<file path="src/rtl/cop_cfg_pkg.sv">
/*
  Sizes, modulus and host address map of the field-arithmetic coprocessor.
  Imported by any block that needs a width, a depth or an address.
*/
package cop_cfg_pkg;

  // Field element and modulus
  localparam int DAT_BITS = 30;
  localparam logic [DAT_BITS-1:0] P = DAT_BITS'(1073741789);

  // Memory sizes
  localparam int INST_DEPTH = 256;
  localparam int DATA_DEPTH = 256;
  localparam int INST_AW = $clog2(INST_DEPTH);
  localparam int DATA_AW = $clog2(DATA_DEPTH);

  // APB host port and its address map
  localparam int APB_ADDR_BITS = 16;
  localparam int APB_DATA_BITS = 32;
  localparam logic [APB_ADDR_BITS-1:0] ADDR_CTRL = 16'h0000;
  localparam logic [APB_ADDR_BITS-1:0] INST_BASE = 16'h1000;
  localparam logic [APB_ADDR_BITS-1:0] DATA_BASE = 16'h2000;

  // Interrupt path buffering
  localparam int IDX_FIFO_DEPTH = 4;
  localparam int DAT_FIFO_DEPTH = 8;

endpackage

</file>
<file path="src/rtl/cop_types_pkg.sv">
/*
  Instruction, slot and stream types shared by the coprocessor blocks.
  Also holds the words-per-point-type rule used when sending interrupts.
*/
package cop_types_pkg;
  import cop_cfg_pkg::*;

  // Unknown codes behave as NOOP_WAIT
  typedef enum logic [7:0] {
    NOOP_WAIT      = 8'd0,
    COPY_REG       = 8'd1,
    MUL_ELEMENT    = 8'd2,
    SEND_INTERRUPT = 8'd3
  } code_t;

  typedef struct packed {
    code_t      code;
    logic [7:0] a;
    logic [7:0] b;
    logic [7:0] c;
  } inst_t;

  typedef enum logic [1:0] {
    FE    = 2'd0,
    FE2   = 2'd1,
    FP_AF = 2'd2,
    FP_JB = 2'd3
  } point_type_t;

  // Tag and element share one slot word
  typedef struct packed {
    point_type_t         pt;
    logic [DAT_BITS-1:0] dat;
  } slot_t;

  typedef struct packed {
    point_type_t pt;
    logic [7:0]  id;
    logic [7:0]  len;
  } idx_t;

  typedef struct packed {
    logic        sop;
    logic        eop;
    logic [31:0] dat;
  } tx_beat_t;

  function automatic logic [7:0] pt_words(point_type_t pt);
    case (pt)
      FE:      return 8'd1;
      FP_JB:   return 8'd3;
      default: return 8'd2;
    endcase
  endfunction

endpackage

</file>
<file path="src/rtl/cop_sequencer.sv">
/*
  Instruction sequencer. Fetches from the start pointer and runs
  COPY_REG, MUL_ELEMENT and SEND_INTERRUPT until it meets NOOP_WAIT.
*/
`timescale 1ns/1ps
module cop_sequencer
  import cop_cfg_pkg::*;
  import cop_types_pkg::*;
(
  input  logic                i_clk,
  input  logic                i_rst,
  input  logic                i_start,
  input  logic [INST_AW-1:0]  i_start_pt,
  output logic                o_busy,
  output logic [INST_AW-1:0]  o_inst_pt,
  output logic [INST_AW-1:0]  o_inst_addr,
  input  inst_t               i_inst,
  output logic                o_slot_en,
  output logic                o_slot_we,
  output logic [DATA_AW-1:0]  o_slot_addr,
  output slot_t               o_slot_wdata,
  input  slot_t               i_slot,
  output logic                o_mul_valid,
  input  logic                i_mul_ready,
  output logic [DAT_BITS-1:0] o_mul_a,
  output logic [DAT_BITS-1:0] o_mul_b,
  input  logic                i_mul_valid,
  input  logic [DAT_BITS-1:0] i_mul_prod,
  output logic                o_idx_valid,
  input  logic                i_idx_ready,
  output idx_t                o_idx,
  output logic                o_irq_valid,
  input  logic                i_irq_ready,
  output slot_t               o_irq
);

  typedef enum logic [3:0] {
    S_IDLE, S_FETCH, S_DECODE, S_COPY, S_RD_B, S_MUL, S_WAIT, S_IDX, S_SRD, S_SPUSH
  } state_t;

  state_t              state;
  logic [INST_AW-1:0]  pt;
  inst_t               inst;
  logic [DAT_BITS-1:0] opa;
  logic [7:0]          left;
  logic [DATA_AW-1:0]  saddr;

  assign o_busy      = (state != S_IDLE);
  assign o_inst_pt   = pt;
  assign o_inst_addr = pt;

  // Slot RAM output holds while port B is idle, so operands come straight from it
  assign o_mul_valid = (state == S_MUL);
  assign o_mul_a     = opa;
  assign o_mul_b     = i_slot.dat;
  assign o_idx_valid = (state == S_IDX);
  assign o_idx       = '{pt: i_slot.pt, id: inst.b, len: pt_words(i_slot.pt)};
  assign o_irq_valid = (state == S_SPUSH);
  assign o_irq       = i_slot;

  always_comb begin
    o_slot_en    = 1'b1;
    o_slot_we    = 1'b0;
    o_slot_addr  = saddr;
    o_slot_wdata = i_slot;
    case (state)
      // Slot a is read while the instruction is decoded
      S_DECODE: o_slot_addr = DATA_AW'(i_inst.a);
      S_COPY: begin
        o_slot_we   = 1'b1;
        o_slot_addr = DATA_AW'(inst.b);
      end
      S_RD_B: o_slot_addr = DATA_AW'(inst.b);
      S_WAIT: begin
        o_slot_en    = i_mul_valid;
        o_slot_we    = 1'b1;
        o_slot_addr  = DATA_AW'(inst.c);
        o_slot_wdata = '{pt: FE, dat: i_mul_prod};
      end
      S_SRD: o_slot_addr = saddr;
      default: o_slot_en = 1'b0;
    endcase
  end

  always_ff @(posedge i_clk) begin
    if (i_rst) begin
      state <= S_IDLE;
      pt    <= '0;
    end else begin
      case (state)
        S_IDLE: begin
          if (i_start) begin
            pt    <= i_start_pt;
            state <= S_FETCH;
          end
        end
        S_FETCH: state <= S_DECODE;
        S_DECODE: begin
          case (i_inst.code)
            COPY_REG:       state <= S_COPY;
            MUL_ELEMENT:    state <= S_RD_B;
            SEND_INTERRUPT: state <= S_IDX;
            // Pointer stays on the NOOP_WAIT
            default:        state <= S_IDLE;
          endcase
        end
        S_COPY: begin
          pt    <= pt + 1'b1;
          state <= S_FETCH;
        end
        S_RD_B: state <= S_MUL;
        S_MUL: if (i_mul_ready) state <= S_WAIT;
        S_WAIT: begin
          if (i_mul_valid) begin
            pt    <= pt + 1'b1;
            state <= S_FETCH;
          end
        end
        S_IDX: if (i_idx_ready) state <= S_SRD;
        S_SRD: state <= S_SPUSH;
        S_SPUSH: begin
          if (i_irq_ready) begin
            if (left == 8'd1) begin
              pt    <= pt + 1'b1;
              state <= S_FETCH;
            end else begin
              state <= S_SRD;
            end
          end
        end
        default: state <= S_IDLE;
      endcase
    end
  end

  always_ff @(posedge i_clk) begin
    if (state == S_DECODE) inst <= i_inst;
    if (state == S_RD_B) opa <= i_slot.dat;
    if (state == S_IDX) begin
      left  <= pt_words(i_slot.pt);
      saddr <= DATA_AW'(inst.a);
    end
    if (state == S_SPUSH && i_irq_ready) begin
      left  <= left - 1'b1;
      saddr <= saddr + 1'b1;
    end
  end

endmodule

</file>
<file path="config.mk">
export PLATFORM = sky130hd
export DESIGN_NAME = cop_sequencer
export DESIGN_NICKNAME = d
export VERILOG_FILES = /design/src/rtl/cop_cfg_pkg.sv /design/src/rtl/cop_types_pkg.sv /design/src/rtl/cop_sequencer.sv
export SDC_FILE = /design/constraint.sdc
export NUM_CORES = 1
export LEC_CHECK = 0
export BUFFER_PORTS_ARGS = -buffer_cell sky130_fd_sc_hd__buf_2
export CORE_MARGIN = 8
export CORE_UTILIZATION = 38
export DETAILED_ROUTE_END_ITERATION = 10
export PLACE_DENSITY = 0.72
export SKIP_CTS_REPAIR_TIMING = 1
export SYNTH_ARGS = -nofsm -noshare
export SYNTH_HDL_FRONTEND = slang
export SYNTH_SLANG_ARGS = --single-unit
</file>
<file path="constraint.sdc">
create_clock -name i_clk -period 4.9 [get_ports i_clk]
set_input_delay 0.245 -clock i_clk [delete_from_list [all_inputs] [get_ports i_clk]]
set_output_delay 0.245 -clock i_clk [all_outputs]
set_load 0.05 [all_outputs]
</file>
Yosys cells after proc, flatten, opt, wreduce, memory -nomap -nowiden:

Index checks and enable logic that the tools add are counted.
Widths: inputs -> output; s select.

* add/sub/neg operators: 3
* equality and inequality tests: 20
* multiplexer cells: 22
* reduce and logical (&&, ||, !) cells: 11

Operator list (count)
* $mux 8: 8
* $pmux 4 s10: 1
* $mux 32: 1
* $pmux 8 s4: 1
* $mux 4: 6
* $pmux 8 s3: 1
* $add 8x1->8 const B: 2
* $eq 4x3->1 const B: 4
* $eq 8x1->1 const B: 2
* $eq 8x2->1 const B: 2
* $reduce_and 5->1: 2
* $pmux 3 s3: 1
* $eq 4x2->1 const B: 2
* $eq 4x4->1 const B: 2
* $ne 2x1->1 const B: 4
* $reduce_bool 4->1: 2
* $sub 8x1->8 const B: 1
* $eq 4x1->1 const B: 1
* $logic_not 4->1: 1
* $ne 2x2->1 const B: 2
* $pmux 2 s2: 1
* $reduce_or 2->1: 2
* $reduce_or 4->1: 1
* $eq 2x2->1 const B: 1
* other kinds (5): 5

* register bits: 82
* bits of input ports: 109
* output and inout bits: 172
* logic and storage cells: 64

Longest topological paths before layout:

* word-level depth: 4
* mapped depth: 9

Worst setup path after synthesis:

No wires, ideal clock.

* path kind: register to register
* from: register state[2]
* to: register opa[0], in the netlist o_mul_a[0], enable pin
* data arrival time: 3.618 ns
* data required time: 4.407 ns
* path slack: 0.789 ns
* cell stages (with the launch flop): 4
* buffers on the path: 1
* cells stage by stage: dfxtp_1 -> buf_2 -> inv_1 -> nor4_1

* cells in the longest elaborated chain, start to end: 1

Ends and longest elaborated chain
* from (decl): line cop_sequencer.sv:41 `state_t state;`
* from (signal assigned): line cop_sequencer.sv:87 `state <= S_IDLE;`
* from (signal assigned): line cop_sequencer.sv:94 `state <= S_FETCH;`
* from (signal assigned): line cop_sequencer.sv:97 `S_FETCH: state <= S_DECODE;`
* $eq 4x3->1: line cop_sequencer.sv:138 `if (state == S_RD_B) opa <= i_slot.dat;`
* to (signal assigned): line cop_sequencer.sv:138
* to (decl): line cop_sequencer.sv:44 `logic [DAT_BITS-1:0] opa;`

No other way between the ends.
A chain may end at the register's enable or synchronous reset.

Worst setup path in the final report:

* from: register state[1]
* to: output port o_slot_addr[0]

* cells in the longest elaborated chain, start to end: 3
* elaborated cells between the ends (all ways): 6
* those cells by class: 4 x eq/ne; 1 x mux; 1 x reduce/logical

Ends and longest elaborated chain
* $eq 4x3->1 / $eq 4x2->1 (equally long branches): line cop_sequencer.sv:66 `case (state)`
* $reduce_or 2->1 (no line)
* $pmux 8 s3 (*): line cop_sequencer.sv:66
* to (decl): line cop_sequencer.sv:20 `output logic [DATA_AW-1:0] o_slot_addr,`

Mark *: on every way between the ends. The rest lies on a longest branch, timed or not.

==> impl_results.md <==
- First-pass DRT Iterations: 4
- # IOs: between 200 and 300
- Remaining DRCs: 0
- Die width: roughly 130 µm
- Setup TNS: 0 ps
- DRT iter0 DRCs: between 150 and 200
- M1 wire length: around 5600 µm
- Fmax: between 300 and 400 MHz
- Worst Path Required: about 4700 ps
- Initial Utilization: 0.388
- Leakage: around 2.6 nW
- Multi-input gate area: between 1500 and 2000 µm²
- GP Congestion: around 0.91
- Clock Skew: around 4.5 ps
- Fin. max-slew vios: 0
- Worst-margin pin slew: 1100 ps
- Status: finished clean
- FF+latch area: 2340 µm²
- CP Class: flip-flop to output port
- Largest net degree at the start of global routing: between 40 and 50
- Vias in the first global route: slightly above 4,000
- Synth Cell Area: 4640 µm²
- Layout cell share with drive strength beyond 1: 0.548
- WL final: between 10,000 and 15,000 µm
- First-pass GRT wire length: 22,700 µm
- Grt total ovfl: 0
- Number of I/O port buffers: 274
- EDFF count, synth: 70
- Antenna-violating nets left: 0
- CTS root buffer: clkbuf_16
- Final Hold Fails: 0
- Routed len/inst: 19.6 µm
- Via density: ~5
- Critical path, cell by cell: nand2b_1 -> nor3_4 -> buf_4 -> a222oi_1 -> nand2_1 -> buf_2
- Worst path bufs/invs: 2
- Slowest stage delay, CP: approximately 750 ps
- Mapped Cells: roughly 420
- Met2 WL: 7950 µm
- Flops & latches, synth: 82
- Core area: approximately 12,000 µm²
- Dominant synthesized flop cell: edfxtp_1
- Hold WC Path Type: primary input to flip-flop
- Syn-to-layout area delta: 24.8%
- Arrival @ worst endpoint: roughly 2800 ps
- Critical-path top delay cell: nor3_4
- Setup crit end kind: output port
- Crit Path Max Fanout: 22
- Setup violations, final: 0
- Number of distinct library cells after synthesis: 54
- Fin nets: slightly above 700
- Layout Utilization: 0.484
- Worst-Skew Late Latency: 330 ps
- Post-layout minimum cycle time: slightly above 3000 ps
- Register area share after synthesis: 0.505
- TritonCTS clock tree: yes
- Top routing layer used: met4
- Max-cap violations: 0
- Initial antenna violation count: 0
- Die area: between 15,000 and 20,000 µm²
- Detailed Place HPWL: 12,000 µm
- Cts bufs inserted: 9
- # rows: 40
- Power density over the cells: between 300 and 400 nW/µm²
- Die H: ~130 µm
- CTS max path bufs: 2
- # fillers: between 1,000 and 1,500
- Vias: around 3,800
- H-tree level count: 3
- Clock transition at path regs: 60 ps
- Clock sink count: 82
- Async SR Flop Fraction: 0
- Final period utilization: 0.623
- GRT Total Usage: 0.181
- CP delay by family, top: simple AND/OR/NAND/NOR gates
- RSZ-0062 raised after global routing: false
- Maximum VDD drop: between 0.15 and 0.2 mV
- Ant. Diodes: 0
- CP startpoint kind: flip-flop
- Mean Syn Cell Area: 11.1 µm²
- Yosys warnings: 0
- Max_slew headroom: 0.267
- Met3 WL: 892 µm
-- per-stage QoR --
| stage | cell area, µm² | hold slack [ps] | setup WS (ps) | instances | power (mW) |
|---|---|---|---|---|---|
| finish | 5790 | 83.6 | 1850 | 758 | 2.12 |
| global route | 5790 | 65.0 | 1610 | 758 | 2.20 |
| CTS | 5790 | 68.5 | 1820 | 758 | 2.14 |
| detailed placement | 5510 | 423 | 1890 | 742 | 1.50 |
| global placement | 5510 | 422 | 1920 | 742 | 1.49 |
| floorplan | 4660 | 344 | 789 | 421 | 1.38 |
-- per-layer routing --
metal	track usage	vias up
li1	-	1797
met1	0.189	1852
met2	0.327	162
met3	0.0566	25
met4	0.0771	0
met5	0	-
-- flip-flops by register name, summed over array words and instances (netlist names) --
register     cells
o_inst_addr      8
o_idx            8
state            4
inst            16
o_mul_a         30
saddr            8
left             8
-- report_power, final --
group          leakage [nW]  switching, mW  internal, mW
Sequential            0.744         0.0454         0.797
Combinational          1.74          0.486         0.158
Clock                 0.135          0.284         0.348
Total                  2.62          0.815          1.30
-- worst paths after layout --
check                                            from  cells past startpoint  slack [ps]                     endpoint
worst max-delay path            state[1]$_SDFFE_PP0P_                      6        1850               o_slot_addr[0]
worst min-delay path                       i_inst[12]                      1          80          o_idx[12]$_DFFE_PN_
worst max register to register  state[1]$_SDFFE_PP0P_                      5        1870  o_inst_addr[5]$_SDFFE_PP0P_
worst min register to register     inst[18]$_DFFE_PN_                      2         520           saddr[2]$_DFFE_PP_
-- worst register-to-register path, stage by stage (launching register included) --
cell and delay [ps]:
dfxtp_1 680, and4bb_2 1050, a31oi_1 170, a211oi_2 560
o21ai_0 190, a31o_2 280
-- cell families after synthesis --
| family | share of synthesized area |
|---|---|
| flops | 0.505 |
| fa+ha+maj | 0.0135 |
| xor+xnor | 0.0227 |
| mux | 0.0842 |
| simple gates | 0.114 |
| other cells | 0.000809 |
| buf+inv | 0.168 |
| compound gates | 0.0923 |
-- cell usage after synthesis, types with 2 or more instances --
cell type	count	area, µm²
a222oi_1	8	80.1
clkbuf_1	8	30.0
a211oi_1	4	30.0
inv_1	10	37.5
and2_1	3	18.8
nand3b_1	2	15.0
nor2_1	19	71.3
buf_4	87	653
and3_1	5	31.3
nor3_1	3	15.0
a31o_2	2	17.5
buf_1	2	7.51
a31oi_1	5	31.3
o2bb2ai_1	2	17.5
nand3_1	10	50.1
or4_1	2	15.0
nand2_1	39	146
xor2_1	8	70.1
dfxtp_1	12	240
xnor2_1	4	35.0
ha_1	5	62.6
nand2b_1	4	25.0
buf_2	3	15.0
mux2_2	32	360
a211o_1	2	17.5
edfxtp_1	70	2100
a21oi_1	12	60.1
buf_6	3	33.8
mux2i_1	3	30.0
or3_1	4	25.0
nor4_1	4	25.0
o21ai_0	17	85.1
-- placed cells by master, fill, tap and decap left out, types with 6 or more instances in the layout --
cell / n
buf_2: 274
edfxtp_1: 70
nand2_1: 39
mux2_2: 32
nor2_1: 19
o21ai_0: 17
a21oi_1: 12
dfxtp_1: 12
inv_1: 10
nand3_1: 10
clkbuf_16: 9
a222oi_1: 8
xor2_1: 8
conb_1: 6
-- cell type report --
class,count,area share
multi-input cells,226,0.268
well taps,147,0.0318
repair buffers,277,0.241
flip-flops and latches,82,0.405
clock buffers,9,0.0389
inverters,10,0.00649
clock inverters,7,0.00930
(Power assumes the default switching activity.)
