[src/rtl/cop_cfg_pkg.sv]
/*
  Sizes, modulus and host address map of the field-arithmetic coprocessor.
  Imported by any block that needs a width, a depth or an address.
*/
package cop_cfg_pkg;

  // Field element and modulus
  localparam int DAT_BITS = 30;
  localparam logic [DAT_BITS-1:0] P = DAT_BITS'(1073741789);

  // Memory sizes
  localparam int INST_DEPTH = 256;
  localparam int DATA_DEPTH = 256;
  localparam int INST_AW = $clog2(INST_DEPTH);
  localparam int DATA_AW = $clog2(DATA_DEPTH);

  // APB host port and its address map
  localparam int APB_ADDR_BITS = 16;
  localparam int APB_DATA_BITS = 32;
  localparam logic [APB_ADDR_BITS-1:0] ADDR_CTRL = 16'h0000;
  localparam logic [APB_ADDR_BITS-1:0] INST_BASE = 16'h1000;
  localparam logic [APB_ADDR_BITS-1:0] DATA_BASE = 16'h2000;

  // Interrupt path buffering
  localparam int IDX_FIFO_DEPTH = 4;
  localparam int DAT_FIFO_DEPTH = 8;

endpackage

[src/rtl/cop_types_pkg.sv]
/*
  Instruction, slot and stream types shared by the coprocessor blocks.
  Also holds the words-per-point-type rule used when sending interrupts.
*/
package cop_types_pkg;
  import cop_cfg_pkg::*;

  // Unknown codes behave as NOOP_WAIT
  typedef enum logic [7:0] {
    NOOP_WAIT      = 8'd0,
    COPY_REG       = 8'd1,
    MUL_ELEMENT    = 8'd2,
    SEND_INTERRUPT = 8'd3
  } code_t;

  typedef struct packed {
    code_t      code;
    logic [7:0] a;
    logic [7:0] b;
    logic [7:0] c;
  } inst_t;

  typedef enum logic [1:0] {
    FE    = 2'd0,
    FE2   = 2'd1,
    FP_AF = 2'd2,
    FP_JB = 2'd3
  } point_type_t;

  // Tag and element share one slot word
  typedef struct packed {
    point_type_t         pt;
    logic [DAT_BITS-1:0] dat;
  } slot_t;

  typedef struct packed {
    point_type_t pt;
    logic [7:0]  id;
    logic [7:0]  len;
  } idx_t;

  typedef struct packed {
    logic        sop;
    logic        eop;
    logic [31:0] dat;
  } tx_beat_t;

  function automatic logic [7:0] pt_words(point_type_t pt);
    case (pt)
      FE:      return 8'd1;
      FP_JB:   return 8'd3;
      default: return 8'd2;
    endcase
  endfunction

endpackage

[src/rtl/cop_apb_bridge.sv]
/*
  APB slave for the host. Maps the control register and both RAMs.
  RAM reads take one wait state; writes and control reads finish at once.
*/
`timescale 1ns/1ps
module cop_apb_bridge
  import cop_cfg_pkg::*;
  import cop_types_pkg::*;
(
  input  logic                     i_clk,
  input  logic                     i_rst,
  input  logic                     i_psel,
  input  logic                     i_penable,
  input  logic                     i_pwrite,
  input  logic [APB_ADDR_BITS-1:0] i_paddr,
  input  logic [APB_DATA_BITS-1:0] i_pwdata,
  output logic [APB_DATA_BITS-1:0] o_prdata,
  output logic                     o_pready,
  output logic                     o_pslverr,
  output logic                     o_inst_en,
  output logic                     o_inst_we,
  output logic [INST_AW-1:0]       o_inst_addr,
  output inst_t                    o_inst_wdata,
  input  inst_t                    i_inst_rdata,
  output logic                     o_data_en,
  output logic                     o_data_we,
  output logic [DATA_AW-1:0]       o_data_addr,
  output slot_t                    o_data_wdata,
  input  slot_t                    i_data_rdata,
  output logic                     o_start,
  output logic [INST_AW-1:0]       o_start_pt,
  input  logic                     i_busy,
  input  logic [INST_AW-1:0]       i_inst_pt
);

  logic                     access;
  logic                     is_ctrl;
  logic                     is_inst;
  logic                     is_data;
  logic                     is_ram;
  logic                     rd_wait;
  logic [APB_ADDR_BITS-1:0] inst_off;
  logic [APB_ADDR_BITS-1:0] data_off;

  // Address decode
  assign access   = i_psel && i_penable;
  assign inst_off = i_paddr - INST_BASE;
  assign data_off = i_paddr - DATA_BASE;
  assign is_ctrl  = (i_paddr == ADDR_CTRL);
  assign is_inst  = (i_paddr >= INST_BASE) && (inst_off < INST_DEPTH);
  assign is_data  = (i_paddr >= DATA_BASE) && (data_off < DATA_DEPTH);
  assign is_ram   = is_inst || is_data;

  assign o_pready  = access && (i_pwrite || !is_ram || rd_wait);
  assign o_pslverr = o_pready && !(is_ctrl || is_ram);

  // RAM port A, one access per APB transfer
  assign o_inst_en    = access && is_inst && !rd_wait;
  assign o_inst_we    = i_pwrite;
  assign o_inst_addr  = INST_AW'(inst_off);
  assign o_inst_wdata = inst_t'(i_pwdata);
  assign o_data_en    = access && is_data && !rd_wait;
  assign o_data_we    = i_pwrite;
  assign o_data_addr  = DATA_AW'(data_off);
  assign o_data_wdata = slot_t'(i_pwdata);

  assign o_start    = access && i_pwrite && is_ctrl;
  assign o_start_pt = i_pwdata[INST_AW-1:0];

  always_ff @(posedge i_clk) begin
    if (i_rst) rd_wait <= 1'b0;
    else rd_wait <= access && !i_pwrite && is_ram && !rd_wait;
  end

  always_comb begin
    o_prdata = '0;
    if (rd_wait && is_inst) o_prdata = i_inst_rdata;
    else if (rd_wait && is_data) o_prdata = i_data_rdata;
    // Status word with busy above the pointer
    else if (is_ctrl && !i_pwrite)
      o_prdata = {{(APB_DATA_BITS-INST_AW-1){1'b0}}, i_busy, i_inst_pt};
  end

endmodule

[config.mk]
export PLATFORM = sky130hd
export DESIGN_NAME = cop_apb_bridge
export DESIGN_NICKNAME = d
export VERILOG_FILES = /design/src/rtl/cop_cfg_pkg.sv /design/src/rtl/cop_types_pkg.sv /design/src/rtl/cop_apb_bridge.sv
export SDC_FILE = /design/constraint.sdc
export NUM_CORES = 1
export LEC_CHECK = 0
export BUFFER_PORTS_ARGS = -buffer_cell sky130_fd_sc_hd__buf_2
export CORE_AREA = 2 2 98 100
export DETAILED_ROUTE_END_ITERATION = 8
export DIE_AREA = 0 0 100 102
export GPL_TIMING_DRIVEN = 0
export HOLD_SLACK_MARGIN = 0.08
export MAX_ROUTING_LAYER = met4
export PLACE_DENSITY = 0.54
export SYNTH_ARGS = -nofsm -noshare
export SYNTH_HDL_FRONTEND = slang
export SYNTH_SLANG_ARGS = --single-unit
[constraint.sdc]
create_clock -name i_clk -period 1.8 [get_ports i_clk]
set_clock_uncertainty 0.05 [all_clocks]
set_input_delay 0 -clock i_clk [delete_from_list [all_inputs] [get_ports i_clk]]
set_output_delay 0 -clock i_clk [all_outputs]
set_load 0.05 [all_outputs]
### Word level (Yosys, flattened, before mapping)

Index checks and enable logic that the tools add are counted.

| cells by class | value |
|---|---|
| reductions and logical operators | 26 |
| order comparisons | 4 |
| $add $sub $neg | 2 |
| muxes and demuxes | 3 |

Operators with widths:

| cell | number |
|---|---|
| $mux W32 | 2 |
| $lt A16 B9 Y1 const B | 2 |
| $logic_and A1 B1 Y1 | 17 |
| $ge A16 B13 Y1 const B | 1 |
| $ge A16 B14 Y1 const B | 1 |
| $logic_not A16 Y1 | 1 |
| $sub A16 B13 Y16 const B | 1 |
| $sub A16 B14 Y16 const B | 1 |
| $mux W9 | 1 |
| $logic_not A1 Y1 | 4 |
| $logic_or A1 B1 Y1 | 4 |

| storage, ports and cells | value |
|---|---|
| output and inout bits | 127 |
| word-level logic and storage cells | 36 |
| flip-flop bits (word level) | 1 |

### Longest topological paths before layout

Gate-level depths: netlist of run 1.

| depth | value |
|---|---|
| depth in word-level cells | 9 |
| mapped depth | 7 |
| depth with buffers taken out | 6 |

### Least setup slack after synthesis of run 1

Ideal clock, no wire load.

| timing | value |
|---|---|
| path kind | in2out |
| start point | in i_paddr[9] |
| end point | out o_data_en |
| data arrival time | 2.190 ns |
| data required time | 1.750 ns |
| buffers on the path | 0 |
| setup slack | -0.440 ns |
| stages on the path | 3 |
| cells stage by stage | nor4_4 or3b_1 nor4_1 |

| between the ends | value |
|---|---|
| cells in the longest elaborated chain, start to end | 5 |
| elaborated cells between the ends (all ways) | 6 |
| those cells by class | 1 x add/sub; 2 x order compare; 3 x reduce/logical |

RTL lines:

| item | line | source |
|---|---|---|
| start, declared | cop_apb_bridge.sv:15 | `input logic [APB_ADDR_BITS-1:0] i_paddr,` |
| $sub A16 B14 Y16 | cop_apb_bridge.sv:48 | `assign data_off = i_paddr - DATA_BASE;` |
| $lt A16 B9 Y1 | cop_apb_bridge.sv:51 | `assign is_data = (i_paddr >= DATA_BASE) && (data_off < DATA_DEPTH);` |
| $logic_and A1 B1 Y1 (*) | cop_apb_bridge.sv:51 |  |
| $logic_and A1 B1 Y1 (*) (2 in series) | cop_apb_bridge.sv:62 | `assign o_data_en = access && is_data && !rd_wait;` |
| end, declared | cop_apb_bridge.sv:25 | `output logic o_data_en,` |

Mark *: on every way between the ends. The rest lies on a longest branch, timed or not.

### Worst setup path in the final report of run 1

| timing | value |
|---|---|
| start point | in i_paddr[13] |
| end point | out o_prdata[7] |

| between the ends | value |
|---|---|
| cells in the longest elaborated chain, start to end | 6 |
| elaborated cells between the ends (all ways) | 15 |
| those cells by class | 2 x add/sub; 4 x order compare; 3 x mux; 6 x reduce/logical |

RTL lines:

| item | line | source |
|---|---|---|
| $sub A16 B14 Y16 | cop_apb_bridge.sv:48 |  |
| $lt A16 B9 Y1 | cop_apb_bridge.sv:51 |  |
| $logic_and A1 B1 Y1 | cop_apb_bridge.sv:51 |  |
| $logic_and A1 B1 Y1 | cop_apb_bridge.sv:78 | `else if (rd_wait && is_data) o_prdata = i_data_rdata;` |
| $mux W32 | cop_apb_bridge.sv:78 |  |
| $mux W32 (*) | cop_apb_bridge.sv:77 | `if (rd_wait && is_inst) o_prdata = i_inst_rdata;` |
| end, declared | cop_apb_bridge.sv:17 | `output logic [APB_DATA_BITS-1:0] o_prdata,` |

Marked as above.

==> metrics, run 1 <==
Critical Path Fanout Max 9; DIE AREA 10,200 sq um; Max Slew Vio Count 0; Pwr per Cell Area 296 nW/um^2; crit path time final ~1.7 ns; RSZ-0062 raised after global routing yes; GRT overflow 0; I/O Buffers between 200 and 250; Tot GR Track Use around 11%; largest net degree at the start of global routing 11; share of the synthesized area in the top cell type 48.8%; crit path launch type input port; worst vdd ir 0.107 mV; # setup viols final 0; die width ~100 microns; die height just over 100 microns; hpwl dp between 6000 and 7000 microns; post-layout util 30.5%; Worst-path clk slew 0 ns; drt first pass iters 4; biggest area consumer among synthesized cells buf_4; worst path required time 1.75 ns; Syn Inst Count approximately 190; Max Freq between 500 and 600 MHz; filler instances 1,024; # IOs around 250; DRT Wirelength ~6600 microns; syn avg cell area around 7.4 sq um; area grow syn2layout 96.2%; worst hold path class in -> reg; most flop-heavy register rd_wait; vias in the first global route 1,827; Max-Cap Viols 0; total power between 0.8 and 0.9 mW; period utilisation layout just under 100%; Compound-Gate Fraction of Synth Area 19.6%; final hold vios 0; DR vias/cell a little over 4; first-pass GRT wire length between 8000 and 9000 microns; crit path capture type primary output; max reg flops 1; synth warn 0; library cells used by synthesis 29; Leak Pwr 1.61 nW; flop2flop setup slack approximately 0.67 ns; worst hold margin about 0.13 ns; Synth Register Bits 1; DRC Markers 0; Slew @ Worst Pin roughly 0.54 ns; largest family of logic cells by synthesized area buffers and inverters; cts hold-fix bufs 0; initial DRC count 37; status completed; leading registers by flop count rd_wait: 1 flops; Slew Limit Headroom a little under two thirds; Routed Antenna Nets 0; area of the core 9110 sq um; Mapped Nets 320; Nets ~550; Crit Path Class in -> out; Synth area leaders buf_4, a22o_1, nor4_1, nand3b_1, a31oi_1; mux cell area share after synthesis 0%; Post-Synth Adder-Cell Area roughly 1.8%; Post-Synth Simple-Gate Area a little under a quarter; initial core utilization between 10% and 20%; worst skew pair latency 0 ns; GP Congestion slightly below 0.8; post-synthesis cell area 1420 sq um; row count 35; Critical Path AT 1.68 ns; share of cells above drive strength 1 81.0%; Synth Area in XOR/XNOR ~1.2%; DR WL/cell about 13 microns; sequential fraction of the synthesis area under 10%; initial antenna violation count 1; DR vias roughly 2,100
==> cells in the final DEF (no fill, tap or decap) <==
master    Yosys  final
a31oi_1       9      4
nor3_2        1      2
nor2b_4       0      1
nand3b_1      9      9
nand2_1       2      2
a22o_1       23     23
ha_1          2      2
nor4_2        0      2
buf_2         6    214
or3b_1        1      1
a211oi_2      0      1
clkbuf_2      0      1
xor2_1        1      1
xnor2_2       0      1
diode_2       0      1
nand3_1       1      1
nor4_1       13     11
nand2_2       1      1
inv_1         2      2
a31oi_2       0      5
nand4_1       9      9
a21oi_1       1      1
clkbuf_1      5      4
dfxtp_1       1      1
or3_1         1      1
nor3_1        2      1
and4_1        2      2
clkbuf_4      0      5
buf_4        92    102
nor4_4        1      1
o21bai_1      1      1
nor4b_1       1      1
nor3b_1       1      1
nand2b_1      1      1
==> cell families (layout without fill, tap and decap cells) <==
| logic type | after synthesis | in the layout |
|---|---|---|
| AND/OR/NAND/NOR | 47 | 47 |
| flip-flops | 1 | 1 |
| adder cells (fa/ha/maj) | 2 | 2 |
| other | 0 | 1 |
| AO/OA/AOI/OAI | 35 | 35 |
| XOR/XNOR | 2 | 2 |
| buffers and inverters | 105 | 328 |
==> synth_stat cells <==
library cell  number
dfxtp_1            1
nand2_2            1
buf_2              6
a211oi_1           1
clkbuf_1           5
nor2b_2            1
nor3_1             2
nor3b_1            1
nand3_1            1
xor2_1             1
buf_4             92
nand4_1            9
o21bai_1           1
nor4_1            13
nand2b_1           1
xnor2_1            1
nor3_2             1
nor4b_1            1
ha_1               2
nand3b_1           9
and4_1             2
a31oi_1            9
or3b_1             1
nor4_4             1
a22o_1            23
or3_1              1
nand2_1            2
inv_1              2
a21oi_1            1
==> path summary, 6_finish.rpt <==
path	start	to	cells after the start
setup reg to reg	rd_wait$_SDFF_PP0_	rd_wait$_SDFF_PP0_	2
hold / removal	i_rst	rd_wait$_SDFF_PP0_	2
setup / recovery	i_paddr[13]	o_prdata[7]	9
hold reg to reg	rd_wait$_SDFF_PP0_	rd_wait$_SDFF_PP0_	2
==> per-stage QoR <==
stage	std cells	setup TNS (ns)	cell area, sq um	setup WS (ns)
global route	527	-0.892	2780	-0.0710
finish	527	0	2780	0.0676
floorplan	192	-0.580	1450	-0.0979
detailed placement	523	-0.913	2690	-0.140
global placement	523	-0.229	2690	-0.0985
CTS	524	-0.0135	2710	-0.00816
==> layout make-up <==
class,instances,area (sq um),share of cell area [%]
repair buffers,223,1150,41.2
plain buffers,103,748,26.9
multi-input cells,86,716,25.8
well taps,111,139,5.00
flip-flops and latches,1,20.0,0.720
inverters,2,7.51,0.270
diodes,1,2.50,0.0900
==> metal layers <==
| metal | share of wire, % | GRT usage (%) |
|---|---|---|
| met1 | 37 | 12.8 |
| met2 | 54 | 21.7 |
| met3 | 9.0 | 1.23 |
| met4 | 0 | 0 |
| met5 | 0 | - |
==> power by group <==
part           internal [mW]  switching [mW]
clock           0.0000000744               0
sequential            0.0226       0.0000122
combinational          0.283           0.518
total                  0.306           0.518
==> what timing repair did <==
item / CTS / global route
setup endpoints to repair: 29 / 32
gates resized for setup: 3 / 20
pin swaps: 1 / 1
setup buffers: 1 / 2
==> critical path, cell delays in order <==
cell and delay [ns]:
buf_2 0.10, inv_1 0.06, ha_1 0.18, nand2b_1 0.17, xnor2_2 0.18, or3_1 0.34
buf_2 0.21, a31oi_1 0.16, buf_2 0.28
Power figures use the tool's default switching activity.
==> run 2: changes to the inputs <==
==> constraint.sdc (replaced) <==
create_clock -name i_clk -period 1.7 [get_ports i_clk]
set_clock_uncertainty 0.05 [all_clocks]
set_input_delay 0.085 -clock i_clk [delete_from_list [all_inputs] [get_ports i_clk]]
set_output_delay 0.085 -clock i_clk [all_outputs]
set_load 0.05 [all_outputs]
==> metrics, run 2 (same netlist as run 1, synthesis figures left out) <==
DR vias 2,227 (+4.5%); Leak Pwr 1.69 nW (+5.4%); share of cells above drive strength 1 84.8% (+3.8 points); DR vias/cell 4.18 (+3.3%); Switch Pwr 0.569 mW (+9.9%); Crit Path Class in -> out; DRC Markers 0 (unchanged); final hold vios 0 (unchanged); max reg flops 1 (unchanged); initial antenna violation count 2 (+1); die height 102 microns (unchanged); most frequent cells in the layout buf_2, buf_4, buf_6, a22o_1; initial core utilization 15.5% (unchanged); most common cell after layout, fill and taps aside buf_2; crit path capture type primary output; initial DRC count 25 (-32%); post-layout util 35.1% (+4.6 points); Tot GR Track Use 11.7% (+0.64 points); Nets 550 (+0.92%); # IOs 253 (unchanged); crit path time final between 1.5 and 2 ns; drt first pass iters 4 (unchanged); final setup margin -0.0480 ns (-0.116 ns); Gate power share 97.4% (about the same); Slowest cell on crit path or3_4; worst path required time 1.56 ns (-0.19 ns); Post-Place Cells 523 (unchanged); GP Congestion 0.751 (-3.7%); Slew @ Worst Pin 0.499 ns (-0.0441 ns); RSZ-0062 raised after global routing yes; DIE AREA 10,200 sq um (unchanged); CP top delay family simple AND/OR/NAND/NOR gates; sequential power share 2.6% (about the same); first-pass GRT wire length 9520 microns (+7.7%); DR WL/cell 13.7 microns (+9.3%); Max Freq around 570 MHz; worst vdd ir 0.107 mV (+0.42%); failing checks setup timing; I/O Buffers 220 (unchanged); Max Slew Vio Count 0 (unchanged); CP Cell Sequence buf_8, inv_8, ha_4, nand2b_4, xnor2_4, or3_4, buf_6, a31oi_1, buf_4; Worst Path Buf+Inv 4 (unchanged); total power 0.917 mW (+11%); Critical Path Fanout Max 5 (-4); post-route cell area 3200 sq um (+15%); Worst-path clk slew 0 ns (unchanged); die width 100 microns (unchanged); vias in the first global route 1,908 (+4.4%); crit path launch type input port; Max-Cap Viols 0 (unchanged); GRT overflow 0 (unchanged); leading registers by flop count rd_wait: 1 flops; P_int 0.348 mW (+14%); worst skew pair latency 0 ns (unchanged); hpwl dp 6180 microns (+2.5%); sw frac 62.1% (-0.82 points); period utilisation layout 103%; Pwr per Cell Area 287 nW/um^2 (-3.2%); status finished with violations; Clk pwr share 0% (unchanged); CP peak stage delay 0.42 ns (+0.08 ns); DRT Wirelength 7320 microns (+11%); Routed Antenna Nets 0 (unchanged); worst hold margin 0.219 ns (+0.0869 ns); Slew Limit Headroom 66.4% (+2.6 points); row count 35 (unchanged); most flop-heavy register rd_wait; area of the core 9110 sq um (unchanged); area grow syn2layout 126%; worst hold path class in -> reg; final cell count without fillers 533 (+1.1%); Critical Path AT 1.61 ns (-0.07 ns); largest net degree at the start of global routing 11 (unchanged); # setup viols final 10 (+10); Area after DPL 2700 sq um (+0.28%); final setup TNS -0.233 ns (-0.233 ns); pre-CTS setup slack -0.348 ns (-0.208 ns); cts hold-fix bufs 0 (unchanged)
run 2: power by group through the flow:
stage | combinational [mW] | sequential [mW] | clock, mW
5_1_grt | 0.935 | 0.0240 | 0.000000158
2_1_floorplan | 0.625 | 0.0240 | 0
3_5_place_dp | 0.853 | 0.0240 | 0
3_3_place_gp | 0.847 | 0.0240 | 0
4_1_cts | 0.891 | 0.0240 | 0
6_report | 0.893 | 0.0240 | 0.000000158
run 2: what timing repair did:
action	4_1_cts	5_1_grt
pin swaps	8	2
resized for setup	93	26
buffers inserted	3	2
cloned	2	1
endpoints found under the setup margin	36	37
run 2: cell type report:
cell class,instances,area [sq um]
Multi-Input combinational cell,86,845
Antenna cell,2,5.00
Tap cell,111,139
Timing Repair Buffer,228,1390
Buffer,103,778
Fill cell,965,5910
Sequential cell,1,20.0
Inverter,2,20.0
run 2: worst paths after layout:
kind                                    startpoint            endpoint  slack [ns]  cells after the start
worst min register to register  rd_wait$_SDFF_PP0_  rd_wait$_SDFF_PP0_        0.58                      2
worst max-delay path                   i_paddr[13]         o_prdata[6]       -0.05                      9
worst max register to register  rd_wait$_SDFF_PP0_  rd_wait$_SDFF_PP0_        0.58                      2
worst min-delay path                         i_rst  rd_wait$_SDFF_PP0_        0.22                      2
run 2: metal layers:
layer / wire length, microns / GRT usage [%] / vias to the layer above
li1: - / - / 1077
met1: 2690 / 12.8 / 1022
met2: 4000 / 23.1 / 126
met3: 593 / 1.57 / 2
met4: 42 / 1.26 / 0
met5: 0 / - / -
