[config.mk]
export PLATFORM = sky130hd
export DESIGN_NAME = cop_mod_mul
export DESIGN_NICKNAME = d
export VERILOG_FILES = /design/src/rtl/cop_cfg_pkg.sv /design/src/rtl/cop_mod_mul.sv
export SDC_FILE = /design/constraint.sdc
export NUM_CORES = 1
export LEC_CHECK = 0
export BUFFER_PORTS_ARGS = -buffer_cell sky130_fd_sc_hd__buf_2
export CORE_MARGIN = 1
export CORE_UTILIZATION = 40
export DETAILED_ROUTE_END_ITERATION = 10
export PLACE_DENSITY = 0.55
export SYNTH_ARGS = -nofsm -noshare
export SYNTH_HDL_FRONTEND = slang
export SYNTH_SLANG_ARGS = --single-unit
[constraint.sdc]
create_clock -name i_clk -period 7.1 [get_ports i_clk]
set_input_delay 0.355 -clock i_clk [delete_from_list [all_inputs] [get_ports i_clk]]
set_output_delay 0.355 -clock i_clk [all_outputs]
set_load 0.005 [all_outputs]
[src/rtl/cop_cfg_pkg.sv]
/*
  Sizes, modulus and host address map of the field-arithmetic coprocessor.
  Imported by any block that needs a width, a depth or an address.
*/
package cop_cfg_pkg;

  // Field element and modulus
  localparam int DAT_BITS = 30;
  localparam logic [DAT_BITS-1:0] P = DAT_BITS'(1073741789);

  // Memory sizes
  localparam int INST_DEPTH = 256;
  localparam int DATA_DEPTH = 256;
  localparam int INST_AW = $clog2(INST_DEPTH);
  localparam int DATA_AW = $clog2(DATA_DEPTH);

  // APB host port and its address map
  localparam int APB_ADDR_BITS = 16;
  localparam int APB_DATA_BITS = 32;
  localparam logic [APB_ADDR_BITS-1:0] ADDR_CTRL = 16'h0000;
  localparam logic [APB_ADDR_BITS-1:0] INST_BASE = 16'h1000;
  localparam logic [APB_ADDR_BITS-1:0] DATA_BASE = 16'h2000;

  // Interrupt path buffering
  localparam int IDX_FIFO_DEPTH = 4;
  localparam int DAT_FIFO_DEPTH = 8;

endpackage

[src/rtl/cop_mod_mul.sv]
/*
  Bit-serial modular multiplier, one operand bit per cycle, MSB first.
  Takes DAT_BITS+1 cycles from the input transfer to a valid product.
*/
`timescale 1ns/1ps
module cop_mod_mul
  import cop_cfg_pkg::*;
(
  input  logic                i_clk,
  input  logic                i_rst,
  input  logic                i_valid,
  output logic                o_ready,
  input  logic [DAT_BITS-1:0] i_a,
  input  logic [DAT_BITS-1:0] i_b,
  output logic                o_valid,
  input  logic                i_ready,
  output logic [DAT_BITS-1:0] o_prod
);

  localparam int CNT_W = $clog2(DAT_BITS);

  logic                running;
  logic [CNT_W-1:0]    cnt;
  logic [DAT_BITS-1:0] acc;
  logic [DAT_BITS-1:0] a_sh;
  logic [DAT_BITS-1:0] b_l;
  logic [DAT_BITS:0]   dbl;
  logic [DAT_BITS:0]   dbl_r;
  logic [DAT_BITS:0]   sum;
  logic [DAT_BITS:0]   sum_r;

  // Only one product in flight
  assign o_ready = !running && !o_valid;
  assign o_prod  = acc;

  // acc = 2*acc + bit*b with a reduction after each add
  always_comb begin
    dbl   = {acc, 1'b0};
    dbl_r = (dbl >= P) ? dbl - P : dbl;
    sum   = dbl_r + (a_sh[DAT_BITS-1] ? {1'b0, b_l} : '0);
    sum_r = (sum >= P) ? sum - P : sum;
  end

  always_ff @(posedge i_clk) begin
    if (i_rst) begin
      running <= 1'b0;
      o_valid <= 1'b0;
      cnt     <= '0;
    end else begin
      if (o_valid && i_ready) o_valid <= 1'b0;
      if (i_valid && o_ready) begin
        running <= 1'b1;
        cnt     <= '0;
      end else if (running) begin
        cnt <= cnt + 1'b1;
        // Result goes out with the last bit
        if (cnt == CNT_W'(DAT_BITS-1)) begin
          running <= 1'b0;
          o_valid <= 1'b1;
        end
      end
    end
  end

  always_ff @(posedge i_clk) begin
    if (i_valid && o_ready) begin
      acc  <= '0;
      a_sh <= i_a;
      b_l  <= i_b;
    end else if (running) begin
      acc  <= sum_r[DAT_BITS-1:0];
      a_sh <= a_sh << 1;
    end
  end

  // Reduction only works on operands already in the field
  a_operands_reduced: assert property (@(posedge i_clk) disable iff (i_rst)
    (i_valid && o_ready) |-> (i_a < P) && (i_b < P));

endmodule

# After elaboration in Yosys (flattened, before gate mapping)
# Index checks and enable logic that the tools add are counted.
# totals
regBits	97
input_bits	64
out_inout_bits	32
wordCells	32
# classes
n_addsub	4
n_lt_le_gt_ge	2
n_eq_ne	1
n_mux	12
n_reduce_logical	7
# ops
op	count
$mux W30	4
$ge A31 B30 Y1 const B	2
$add A31 B30 Y31	1
$mux W31	1
$sub A31 B30 Y31 const B	1
$sub A30 B30 Y30 const B	1
$mux W1	7
$add A5 B1 Y5 const B	1
$eq A5 B5 Y1 const B	1
$logic_and A1 B1 Y1	3
$logic_not A1 Y1	2
$reduce_bool A2 Y1	1
$reduce_or A2 Y1	1

# Logic depth before layout (Yosys ltp)
# Gate-level depths: netlist (run 1).
# depth
depth_word	5
depth_mapped	24
depth_no_buf	22

# Least setup slack after synthesis (run 1)
# No wires, ideal clock.
# synth_timing
path_type	register to register
from	reg acc[16] (netlist: o_prod[16])
to	reg acc[17] (netlist: o_prod[17])
setup_ns	0.117
t_arrival_ns	5.153
t_required_ns	6.983
slack_ns	1.829
path_stages_with_launch	20
path_buffers	1
synth_period_minus_slack_ns	5.271
path_cell_list	dfxtp_1 -> and4_1 -> and3_1 -> and3_1 -> a31oi_1 -> nor4_1 -> nand2_1 -> xnor2_1 -> ha_1 -> buf_4 -> nand2_1 -> nor4_2 -> nand4_1 -> and4_1 -> a2111oi_2 -> nand4_1 -> nand4b_4 -> o41a_1 -> or4_1 -> a32o_1
# synth_between
elab_chain_len	5
elab_cells_between_ends	7
classes_between	add/sub (3); order compare (2); mux (2)
# synth_rtl
item	line_no	source
from (decl)	cop_mod_mul.sv:24	logic [DAT_BITS-1:0] acc;
from (signal assigned)	cop_mod_mul.sv:71	acc <= sum_r[DAT_BITS-1:0];
$sub A31 B30 Y31 or $ge A31 B30 Y1 (tied branches)	cop_mod_mul.sv:39	dbl_r = (dbl >= P) ? dbl - P : dbl;
$mux W31 (*)	cop_mod_mul.sv:39	
$add A31 B30 Y31 (*)	cop_mod_mul.sv:40	sum = dbl_r + (a_sh[DAT_BITS-1] ? {1'b0, b_l} : '0);
$sub A30 B30 Y30 or $ge A31 B30 Y1 (tied branches)	cop_mod_mul.sv:41	sum_r = (sum >= P) ? sum - P : sum;
$mux W30 (*)	cop_mod_mul.sv:41	
# Mark *: on every way between the ends. The rest lies on a longest branch, timed or not.
# A chain may end at the register's enable or synchronous reset.

# Worst setup path after layout (run 1)
# Ends and elaborated chain as after synthesis.

==> results of run 1 <==
## sequential cells by signal (all words and copies together), names as in the netlist
| name | flops |
|---|---|
| a_sh | 30 |
| b_l | 30 |
| o_valid | 1 |
| running | 1 |
| o_prod | 30 |
| cnt | 5 |
## cells by family after synthesis
kind of cell	share of synthesized area [%]
simple gates	22.7
compound gates	18.6
flops	36.3
xor+xnor	7.23
buf+inv	2.88
fa+ha+maj	6.90
mux	5.39
## routing by layer
layer | GRT usage [%] | up-vias | routed length [um]
met5 | 0 | - | 0
met4 | 8.30 | 0 | 458
met3 | 4.27 | 28 | 1170
met2 | 39.6 | 202 | 9970
met1 | 28.8 | 3001 | 8750
li1 | - | 3029 | -
## power groups by stage
stage	Combinational, mW	Clock, mW	Sequential, mW
after detailed placement	1.47	0	0.872
after global placement	1.45	0	0.867
after CTS	1.48	0.542	0.859
after floorplan	1.04	0	0.832
after global routing	1.63	0.558	0.879
final	1.49	0.525	0.860
## layout make-up
cell class | count | area (um2) | share of cell area [%]
clock buffers | 9 | 225 | 2.80
multi-input cells | 609 | 4270 | 53.2
clock inverters | 7 | 88.8 | 1.11
inverters | 16 | 60.1 | 0.747
flip-flops and latches | 97 | 2540 | 31.6
repair buffers | 107 | 566 | 7.04
well taps | 225 | 282 | 3.50
## Yosys cell counts, drive strengths merged (3+ instances only)
cell type	count
or3	5
buf	11
o311ai	3
or4	9
a221o	5
a211oi	6
a41oi	3
ha	37
a21o	10
inv	16
o21a	5
nand4	16
mux2	30
dfxtp	37
o211ai	22
and3	7
o31ai	3
nor3	22
edfxtp	60
a21boi	4
or2	7
nor2	46
nand3	34
o311a	4
clkbuf	22
nand4b	3
o21ai	25
a32oi	6
mux2i	4
a32o	4
a211o	4
and4	10
nand2	85
a31oi	10
and2	37
a2111oi	4
xor2	20
nor2b	3
nor4	12
a21oi	37
xnor2	37
a2bb2oi	5
## worst max-delay path by stage
stage                            end        from  slack (ps)  cells past startpoint
after floorplan           o_prod[17]  o_prod[16]        1830                     19
after global placement    o_prod[17]  o_prod[16]         760                     20
after detailed placement  o_prod[17]  o_prod[16]         630                     20
after CTS                 o_prod[17]  o_prod[16]         590                     20
after global routing       o_prod[7]  o_prod[12]          70                     22
final                     o_prod[17]  o_prod[16]         520                     19
## worst max-delay path, cell delays in order, from the launching register on
cell and delay (ps):
dfxtp_1 460, and4_1 240, and3_1 280, and3_1 230, a31oi_1 110, buf_4 190
nor3_1 480, nand3_1 160, xnor2_1 250, ha_1 380, a21o_1 250, a311o_1 370
a21boi_0 310, nand3_1 180, xor2_1 430, nand4_1 230, nand4b_4 300, o41a_1 750
or4_1 610, a32o_1 260
==> flow_metrics.py, run 1 <==
metrics = {
    "clock_network": {
        "cts_tree": "built",
        "h-tree-depth": 3,
        "cts_buffer_depth": 2,
        "ctsResizeCount": 0,
        "post_cts_buffers": 0,
        "cts_root_buf": "clkbuf_16",
        "clk_latency_ps": 370,
        "numCtsBuffers": 9,
        "cts_sinks": 97,
        "clkTransAtPathRegs_ps": 80,
        "postCtsHoldBufs": 0,
    },
    "critical_path": {
        "r2r-end": "o_prod[17]",
        "r2r_slack_ps": 520,
        "ff2ff_path_depth": 19,
        "setup.worst_path.start_class": "flip-flop",
        "critPathArrivalTime_ps": 6840,
        "worstSetupPathType": "reg -> reg",
        "crit_path_end_kind": "flip-flop",
        "cp_max_fo": 24,
        "required_ps": 7360,
        "r2r-start": "o_prod[16]",
    },
    "die": {
        "top_level_ports": 96,
        "core_um2": 17200,
        "rows": 48,
        "die_y_um": 134,
        "die_w_um": 134,
        "die_area_um2": 18000,
        "initial_utilization_pct": 40.8,
    },
    "grt": {
        "groute.usage.overall_pct": 23.0,
        "overflow": 0,
        "grt_max_degree": 68,
        "antenna_found_initial": 0,
        "grt_pass1_wl_um": 32000,
        "grt_pass1_vias": 6092,
    },
    "yosys": {
        "synth_area_leaders": "edfxtp_1 (26%), dfxtp_1 (11%), ha_1 (6.6%)",
        "yosys_warnings": 0,
        "synth-edff-count": 60,
        "synthFlopType": "edfxtp_1",
        "ys_ff_latch": 97,
        "syn_area_per_cell_um2": 9.28,
        "synth_top_area_share_pct": 25.7,
        "ys_seq_area_share_pct": 36.3,
        "synth_nets": 857,
        "ys_types": 74,
        "async_flop_share_pct": 0,
        "synth_top_cell_by_area": "edfxtp_1",
        "syn_inst": 755,
        "syn-cell-area_um2": 7000,
    },
    "final_layout": {
        "fillers": 1741,
        "fin_area_um2": 8040,
        "mostFrequentLayoutCell": "buf_2",
        "nets": 942,
        "drive_gt1_share_pct": 21.3,
        "diodes": 0,
        "final_util_pct": 46.8,
        "final_cell_mix": "buf_2 (95), nand2_1 (85), edfxtp_1 (60)",
        "fin_cells": 1070,
        "syn_to_final_growth_pct": 14.7,
    },
    "drt": {
        "ant_nets": 0,
        "via_count": 6260,
        "drtPass1Iterations": 5,
        "wl_um": 20400,
        "avgViaCountPerCell": 5.85,
        "route.detailed.drc": 0,
        "drt_iter0_markers": 399,
        "drt-wirelength-per-cell_um": 19.0,
    },
    "worst_hold_path": {
        "hold_start": "i_b[1]",
        "hold_depth": 1,
        "min_to": "b_l[1]",
        "hp-class": "in -> reg",
    },
    "sta": {
        "holdWs_ps": 156,
        "tightest_slew_ps": 1140,
        "max_slew_margin_pct": 23.8,
        "post-route-period-util_pct": 92.7,
        "slew_violations": 0,
        "fmax_ghz": 0.152,
        "setup_ws_ps": 518,
        "hold_viol": 0,
        "period_needed_ps": 6580,
        "setup_tns_ps": 0,
        "rsz0062_at_grt": "no",
        "fin_skew_ps": 8.78,
        "finalSetupViolCount": 0,
    },
    "power_and_ir_drop": {
        "peakVddDrop_v": 0.000148,
        "switching_share_pct": 46.6,
        "power_frac_comb_pct": 51.9,
        "leakage_nw": 3.17,
        "p_int_mw": 1.54,
        "switching_power_mw": 1.34,
        "seqPwrFrac_pct": 29.9,
        "clock_power_share_pct": 18.3,
        "power_density_nw_per_um2": 358,
        "finalPower_mw": 2.88,
    },
    "place": {
        "portBuffers": 95,
        "placed_cell_area_um2": 7720,
        "dp_hpwl_um": 15000,
        "gp_congestion": 0.848,
        "place_ws_ps": 634,
        "dp_cells": 1054,
    },
    "run": {
        "max_cap_viol_count": 0,
    },
    "outcome": {
        "status": "completed",
    },
}
Power figures use the tool's default switching activity.
==> run 2: changes to the inputs <==
- CORE_UTILIZATION: 40 -> 53
- PLACE_DENSITY: 0.55 -> 0.73
- REMOVE_ABC_BUFFERS: not set -> 1
- clock period: 7.1 -> 6 ns (I/O delays scaled with it)
==> run 2 against run 1 <==
Against the previous run:
- non-clock buffer count increased by 21
- count of clock-buffer cells in the layout unchanged
- final area increased by 2.7%
- utilization increased by 18 points
- first-iteration DRC count increased by 71%
- setup slack got worse by 240 ps
- via count increased by 4.2%
- die area decreased by 24%
- sequential power increased by 15%
- global-route usage increased by 6.6 points
- critical endpoint is now o_prod[9]
==> flow_metrics.py, run 2 (synthesized netlist as in run 1, its figures left out) <==
metrics = {
    "outcome": {
        "status": "completed",
    },
    "power_and_ir_drop": {
        "leakage_nw": 3.31,
        "power_density_nw_per_um2": 427,
        "peakVddDrop_v": 0.000195,
    },
    "clock_network": {
        "h-tree-depth": 3,
        "postCtsHoldBufs": 0,
        "cts_sinks": 97,
        "clkTransAtPathRegs_ps": 80,
        "numCtsBuffers": 9,
        "cts_root_buf": "clkbuf_16",
        "cts_buffer_depth": 2,
        "clk_latency_ps": 360,
        "cts_tree": "built",
    },
    "drt": {
        "ant_nets": 0,
        "route.detailed.drc": 0,
        "wl_um": 19900,
        "wl_met3_um": 1470,
        "drt_iter0_markers": 683,
        "wl_met1_um": 8380,
        "wl_met2_um": 9500,
        "via_count": 6526,
        "drtPass1Iterations": 6,
        "drt-wirelength-per-cell_um": 19.2,
        "avgViaCountPerCell": 6.28,
        "top_layer": "met4",
    },
    "sta": {
        "period_needed_ps": 5730,
        "max_slew_margin_pct": 27.1,
        "finalSetupViolCount": 0,
        "fin_skew_ps": 16.1,
        "post-route-period-util_pct": 95.4,
        "hold_viol": 0,
        "slew_violations": 0,
        "fmax_ghz": 0.175,
        "tightest_slew_ps": 1090,
        "holdWs_ps": 105,
        "rsz0062_at_grt": "no",
    },
    "final_layout": {
        "nets": 964,
        "diodes": 0,
        "fin_area_um2": 8250,
        "final_cell_mix": "buf_2 (95), nand2_1 (85), edfxtp_1 (60)",
        "mostFrequentLayoutCell": "buf_2",
        "drive_gt1_share_pct": 25.7,
        "syn_to_final_growth_pct": 17.8,
    },
    "critical_path": {
        "r2r-end": "o_prod[9]",
        "r2r-start": "o_prod[18]",
        "crit_path_end": "o_prod[9]",
        "cp_max_fo": 15,
        "r2r_slack_ps": 270,
        "cp_slowest_cell": "or4_1",
        "ff2ff_path_depth": 19,
        "crit_path_end_kind": "flip-flop",
        "startpoint": "o_prod[18]",
        "cpMostUsedCell": "nand3_1",
        "setup.worst_path.start_class": "flip-flop",
        "worstSetupPathType": "reg -> reg",
        "required_ps": 6280,
        "path_cells": "and4_1, and3_2, and3_1, a31oi_1, nor3_2, nand3_1, xnor2_1, ha_1, a21o_1, a311o_1, a21boi_0, nand3_1, a41oi_1, xnor2_1, nand3_1, o41a_1, buf_4, or4_1, o211ai_1",
        "max_stage_delay_ps": 520,
        "critPathArrivalTime_ps": 6010,
    },
    "place": {
        "dp_hpwl_um": 14700,
        "placed_cell_area_um2": 7800,
        "gp_congestion": 0.958,
        "portBuffers": 95,
    },
    "grt": {
        "overflow": 0,
        "grt_pass1_wl_um": 31000,
        "antenna_found_initial": 0,
        "grt_max_degree": 68,
        "groute.usage.overall_pct": 29.7,
        "grt_pass1_vias": 6163,
    },
    "die": {
        "die_y_um": 117,
        "rows": 41,
        "die_w_um": 117,
        "die_area_um2": 13700,
        "core_um2": 12800,
        "initial_utilization_pct": 54.8,
        "top_level_ports": 96,
    },
    "worst_hold_path": {
        "hp-class": "in -> reg",
    },
    "run": {
        "max_cap_viol_count": 0,
    },
}
-- run 2: how the worst min path moves through the flow --
| stage | to | cells after the start | from | slack [ps] |
|---|---|---|---|---|
| 2_1_floorplan | o_valid | 1 | i_rst | 370 |
| 3_3_place_gp | b_l[13] | 1 | i_b[13] | 480 |
| 3_5_place_dp | b_l[0] | 1 | i_b[0] | 480 |
| 4_1_cts | b_l[0] | 1 | i_b[0] | 100 |
| 5_1_grt | b_l[24] | 1 | i_b[24] | 100 |
| 6_report | b_l[0] | 1 | i_b[0] | 100 |
-- run 2: cell type report --
cell class | instances | area, um2
fill | 1037 | 4520
multi-input combinational | 610 | 4390
clock inverter | 7 | 93.8
timing repair buffer | 128 | 723
sequential | 97 | 2550
inverter | 16 | 60.1
tap | 172 | 215
clock buffer | 9 | 225
-- run 2: repair_timing --
item	CTS	global route
gates resized for setup	5	22
pin swaps	0	3
setup endpoints to repair	15	30
endpoints found under the hold margin	0	0
buffers inserted	0	2
cloned	0	1
-- run 2: through the flow --
| step | setup slack (ps) | power, mW | std cells | TNS [ps] | util [%] |
|---|---|---|---|---|---|
| 6_report | 274 | 3.52 | 1039 | 0 | 64.6 |
| 5_1_grt | 11.9 | 3.73 | 1039 | 0 | 64.6 |
| 4_1_cts | 35.7 | 3.45 | 1036 | 0 | 63.7 |
| 3_5_place_dp | -166 | 2.82 | 1020 | -730 | 61.0 |
| 3_3_place_gp | -135 | 2.78 | 1020 | -809 | 61.0 |
| 2_1_floorplan | 40.1 | 2.19 | 722 | 0 | - |
-- run 2: report_power, final --
part           internal (mW)  leakage (nW)  switching [mW]
Combinational          0.747          2.26            1.17
Clock                  0.302         0.154           0.312
Sequential             0.854         0.890           0.139
Total                   1.90          3.31            1.62
-- run 2: layer usage --
| layer | vias to the layer above | global-route usage (%) |
|---|---|---|
| met3 | 54 | 5.51 |
| li1 | 3082 | - |
| met2 | 301 | 49.8 |
| met5 | - | 0 |
| met4 | 0 | 12.4 |
| met1 | 3089 | 37.6 |
-- run 2: critical path: cells and delay by family (launching register included) --
family | cells | cell delay (ps)
simple gates | 8 | 2170
xor+xnor | 2 | 390
compound gates | 7 | 2050
fa+ha+maj | 1 | 370
flops | 1 | 440
buf+inv | 1 | 240
==> run 3: changes to the inputs <==
- CORE_UTILIZATION: 53 -> 55
- clock period: 6 -> 6.7 ns (I/O delays scaled with it)
==> run 3 against run 2 <==
Against the previous run:
- sequential power shrank 8.7%
- clock power is 9.8% lower
- final cell count fell by 2.4%
- critical endpoint is now o_prod[26]
==> flow_metrics.py, run 3 (synthesized netlist as in run 1, its figures left out) <==
metrics = {
    "clock_network": {
        "numCtsBuffers": 9,
        "cts_buffer_depth": 2,
        "cts_root_buf": "clkbuf_16",
        "clkTransAtPathRegs_ps": 90,
        "h-tree-depth": 3,
        "cts_sinks": 97,
        "clk_latency_ps": 370,
        "post_cts_buffers": 0,
        "cts_tree": "built",
    },
    "die": {
        "die_w_um": 115,
        "initial_utilization_pct": 57.4,
        "die_area_um2": 13200,
        "top_level_ports": 96,
        "rows": 40,
        "core_um2": 12200,
        "die_y_um": 115,
    },
    "worst_hold_path": {
        "hp-class": "in -> reg",
        "hold_start": "i_b[1]",
    },
    "critical_path": {
        "worstSetupPathType": "reg -> reg",
        "required_ps": 6950,
        "setup.worst_path.start_class": "flip-flop",
        "path_cells": "and4_1, and3_1, and3_1, a31oi_1, inv_1, nand2_1, nor2_2, nand3_1, nor3_2, xor2_1, ha_1, nand4_1, nor3_1, o21ai_0, or2_1, a2111oi_2, nand4_1, nand4b_4, o41ai_2, nand2_1, a311o_1",
        "startpoint": "o_prod[16]",
        "critPathArrivalTime_ps": 6470,
        "r2r-start": "o_prod[16]",
        "crit_path_end_kind": "flip-flop",
        "cp_max_fo": 10,
        "cp_slowest_cell": "o41ai_2",
        "max_stage_delay_ps": 680,
    },
    "place": {
        "dp_hpwl_um": 14300,
        "gp_congestion": 0.924,
        "portBuffers": 95,
    },
    "sta": {
        "fin_skew_ps": 14.9,
        "tightest_slew_ps": 1100,
        "finalSetupViolCount": 0,
        "fmax_ghz": 0.161,
        "slew_violations": 0,
        "max_slew_margin_pct": 26.4,
        "setup_tns_ps": 0,
        "hold_viol": 0,
        "rsz0062_at_grt": "no",
        "post-route-period-util_pct": 92.8,
        "period_needed_ps": 6220,
    },
    "drt": {
        "via_count": 6375,
        "avgViaCountPerCell": 6.29,
        "wl_um": 19800,
        "ant_nets": 0,
        "top_layer": "met4",
        "drt_iter0_markers": 609,
        "drtPass1Iterations": 5,
        "route.detailed.drc": 0,
        "wl_met1_um": 8320,
        "drt-wirelength-per-cell_um": 19.5,
        "wl_met2_um": 9390,
        "wl_met3_um": 1540,
    },
    "grt": {
        "overflow": 0,
        "grt_pass1_wl_um": 31100,
        "grt_max_degree": 68,
        "groute.usage.overall_pct": 31.1,
        "antenna_found_initial": 0,
        "grt_pass1_vias": 6005,
    },
    "final_layout": {
        "diodes": 0,
        "nets": 943,
        "final_util_pct": 65.5,
        "fillers": 1079,
        "final_cell_mix": "buf_2 (95), nand2_1 (85), edfxtp_1 (60)",
        "mostFrequentLayoutCell": "buf_2",
        "syn_to_final_growth_pct": 14.1,
        "seqCellArea_um2": 2540,
        "drive_gt1_share_pct": 21.7,
        "multiInputGateArea_um2": 4290,
    },
    "power_and_ir_drop": {
        "p_int_mw": 1.64,
        "power_density_nw_per_um2": 382,
        "switching_share_pct": 46.4,
        "clock_power_share_pct": 18.1,
        "switching_power_mw": 1.42,
        "leakage_nw": 3.18,
        "peakVddDrop_v": 0.000261,
        "seqPwrFrac_pct": 29.7,
        "power_frac_comb_pct": 52.1,
    },
    "run": {
        "max_cap_viol_count": 0,
    },
    "outcome": {
        "status": "completed",
    },
}
run 3: changes by cell type in the layout (fill, tap and decap cells not counted), sizes merged:
cell,before,now
o41a,2,1
buf,128,108
run 3: timing repair:
action / 4_1_cts / 5_1_grt
resized for setup: 0 / 4
setup endpoints to repair: 0 / 16
hold buffers: 0 / 0
endpoints found under the hold margin: 0 / 0
run 3: layout make-up:
type | instances | area share (%)
repair buffers | 108 | 7.17
inverters | 16 | 0.751
flip-flops and latches | 97 | 31.8
well taps | 168 | 2.63
clock buffers | 9 | 2.82
multi-input cells | 609 | 53.6
clock inverters | 7 | 1.17
run 3: worst max-delay path, delay by kind of cell (launching register included):
family | cells | cell delay, ps
fa+ha+maj | 1 | 510
flops | 1 | 450
buf+inv | 1 | 180
compound gates | 5 | 1680
xor+xnor | 1 | 100
simple gates | 13 | 3200
run 3: through the flow:
step	power, mW	hold WS (ps)	std cells	setup slack [ps]	cell area [um2]
after floorplan	1.96	407	722	740	6860
after global placement	2.43	499	998	528	7660
after detailed placement	2.46	505	998	419	7660
after CTS	3.03	125	1014	380	7980
after global routing	3.24	121	1014	10.6	7990
final	3.05	131	1014	481	7990
run 3: metal layers:
layer / vias up / track usage [%]
met5: - / 0
met4: 0 / 13.3
met3: 41 / 6.06
met2: 239 / 51.4
met1: 3068 / 39.7
li1: 3027 / -
run 3: path summary, 6_finish.rpt:
| kind | end | slack (ps) | cells after the start |
|---|---|---|---|
| setup / recovery | o_prod[26] | 480 | 21 |
| hold / removal | b_l[1] | 130 | 1 |
| setup reg to reg | o_prod[26] | 480 | 21 |
| hold reg to reg | cnt[1] | 530 | 2 |
run 3: power by group through the flow:
stage | clock network [mW] | registers (mW) | logic [mW]
6_report | 0.554 | 0.907 | 1.59
3_3_place_gp | 0 | 0.907 | 1.52
5_1_grt | 0.578 | 0.924 | 1.74
3_5_place_dp | 0 | 0.915 | 1.54
2_1_floorplan | 0 | 0.889 | 1.08
4_1_cts | 0.561 | 0.904 | 1.56
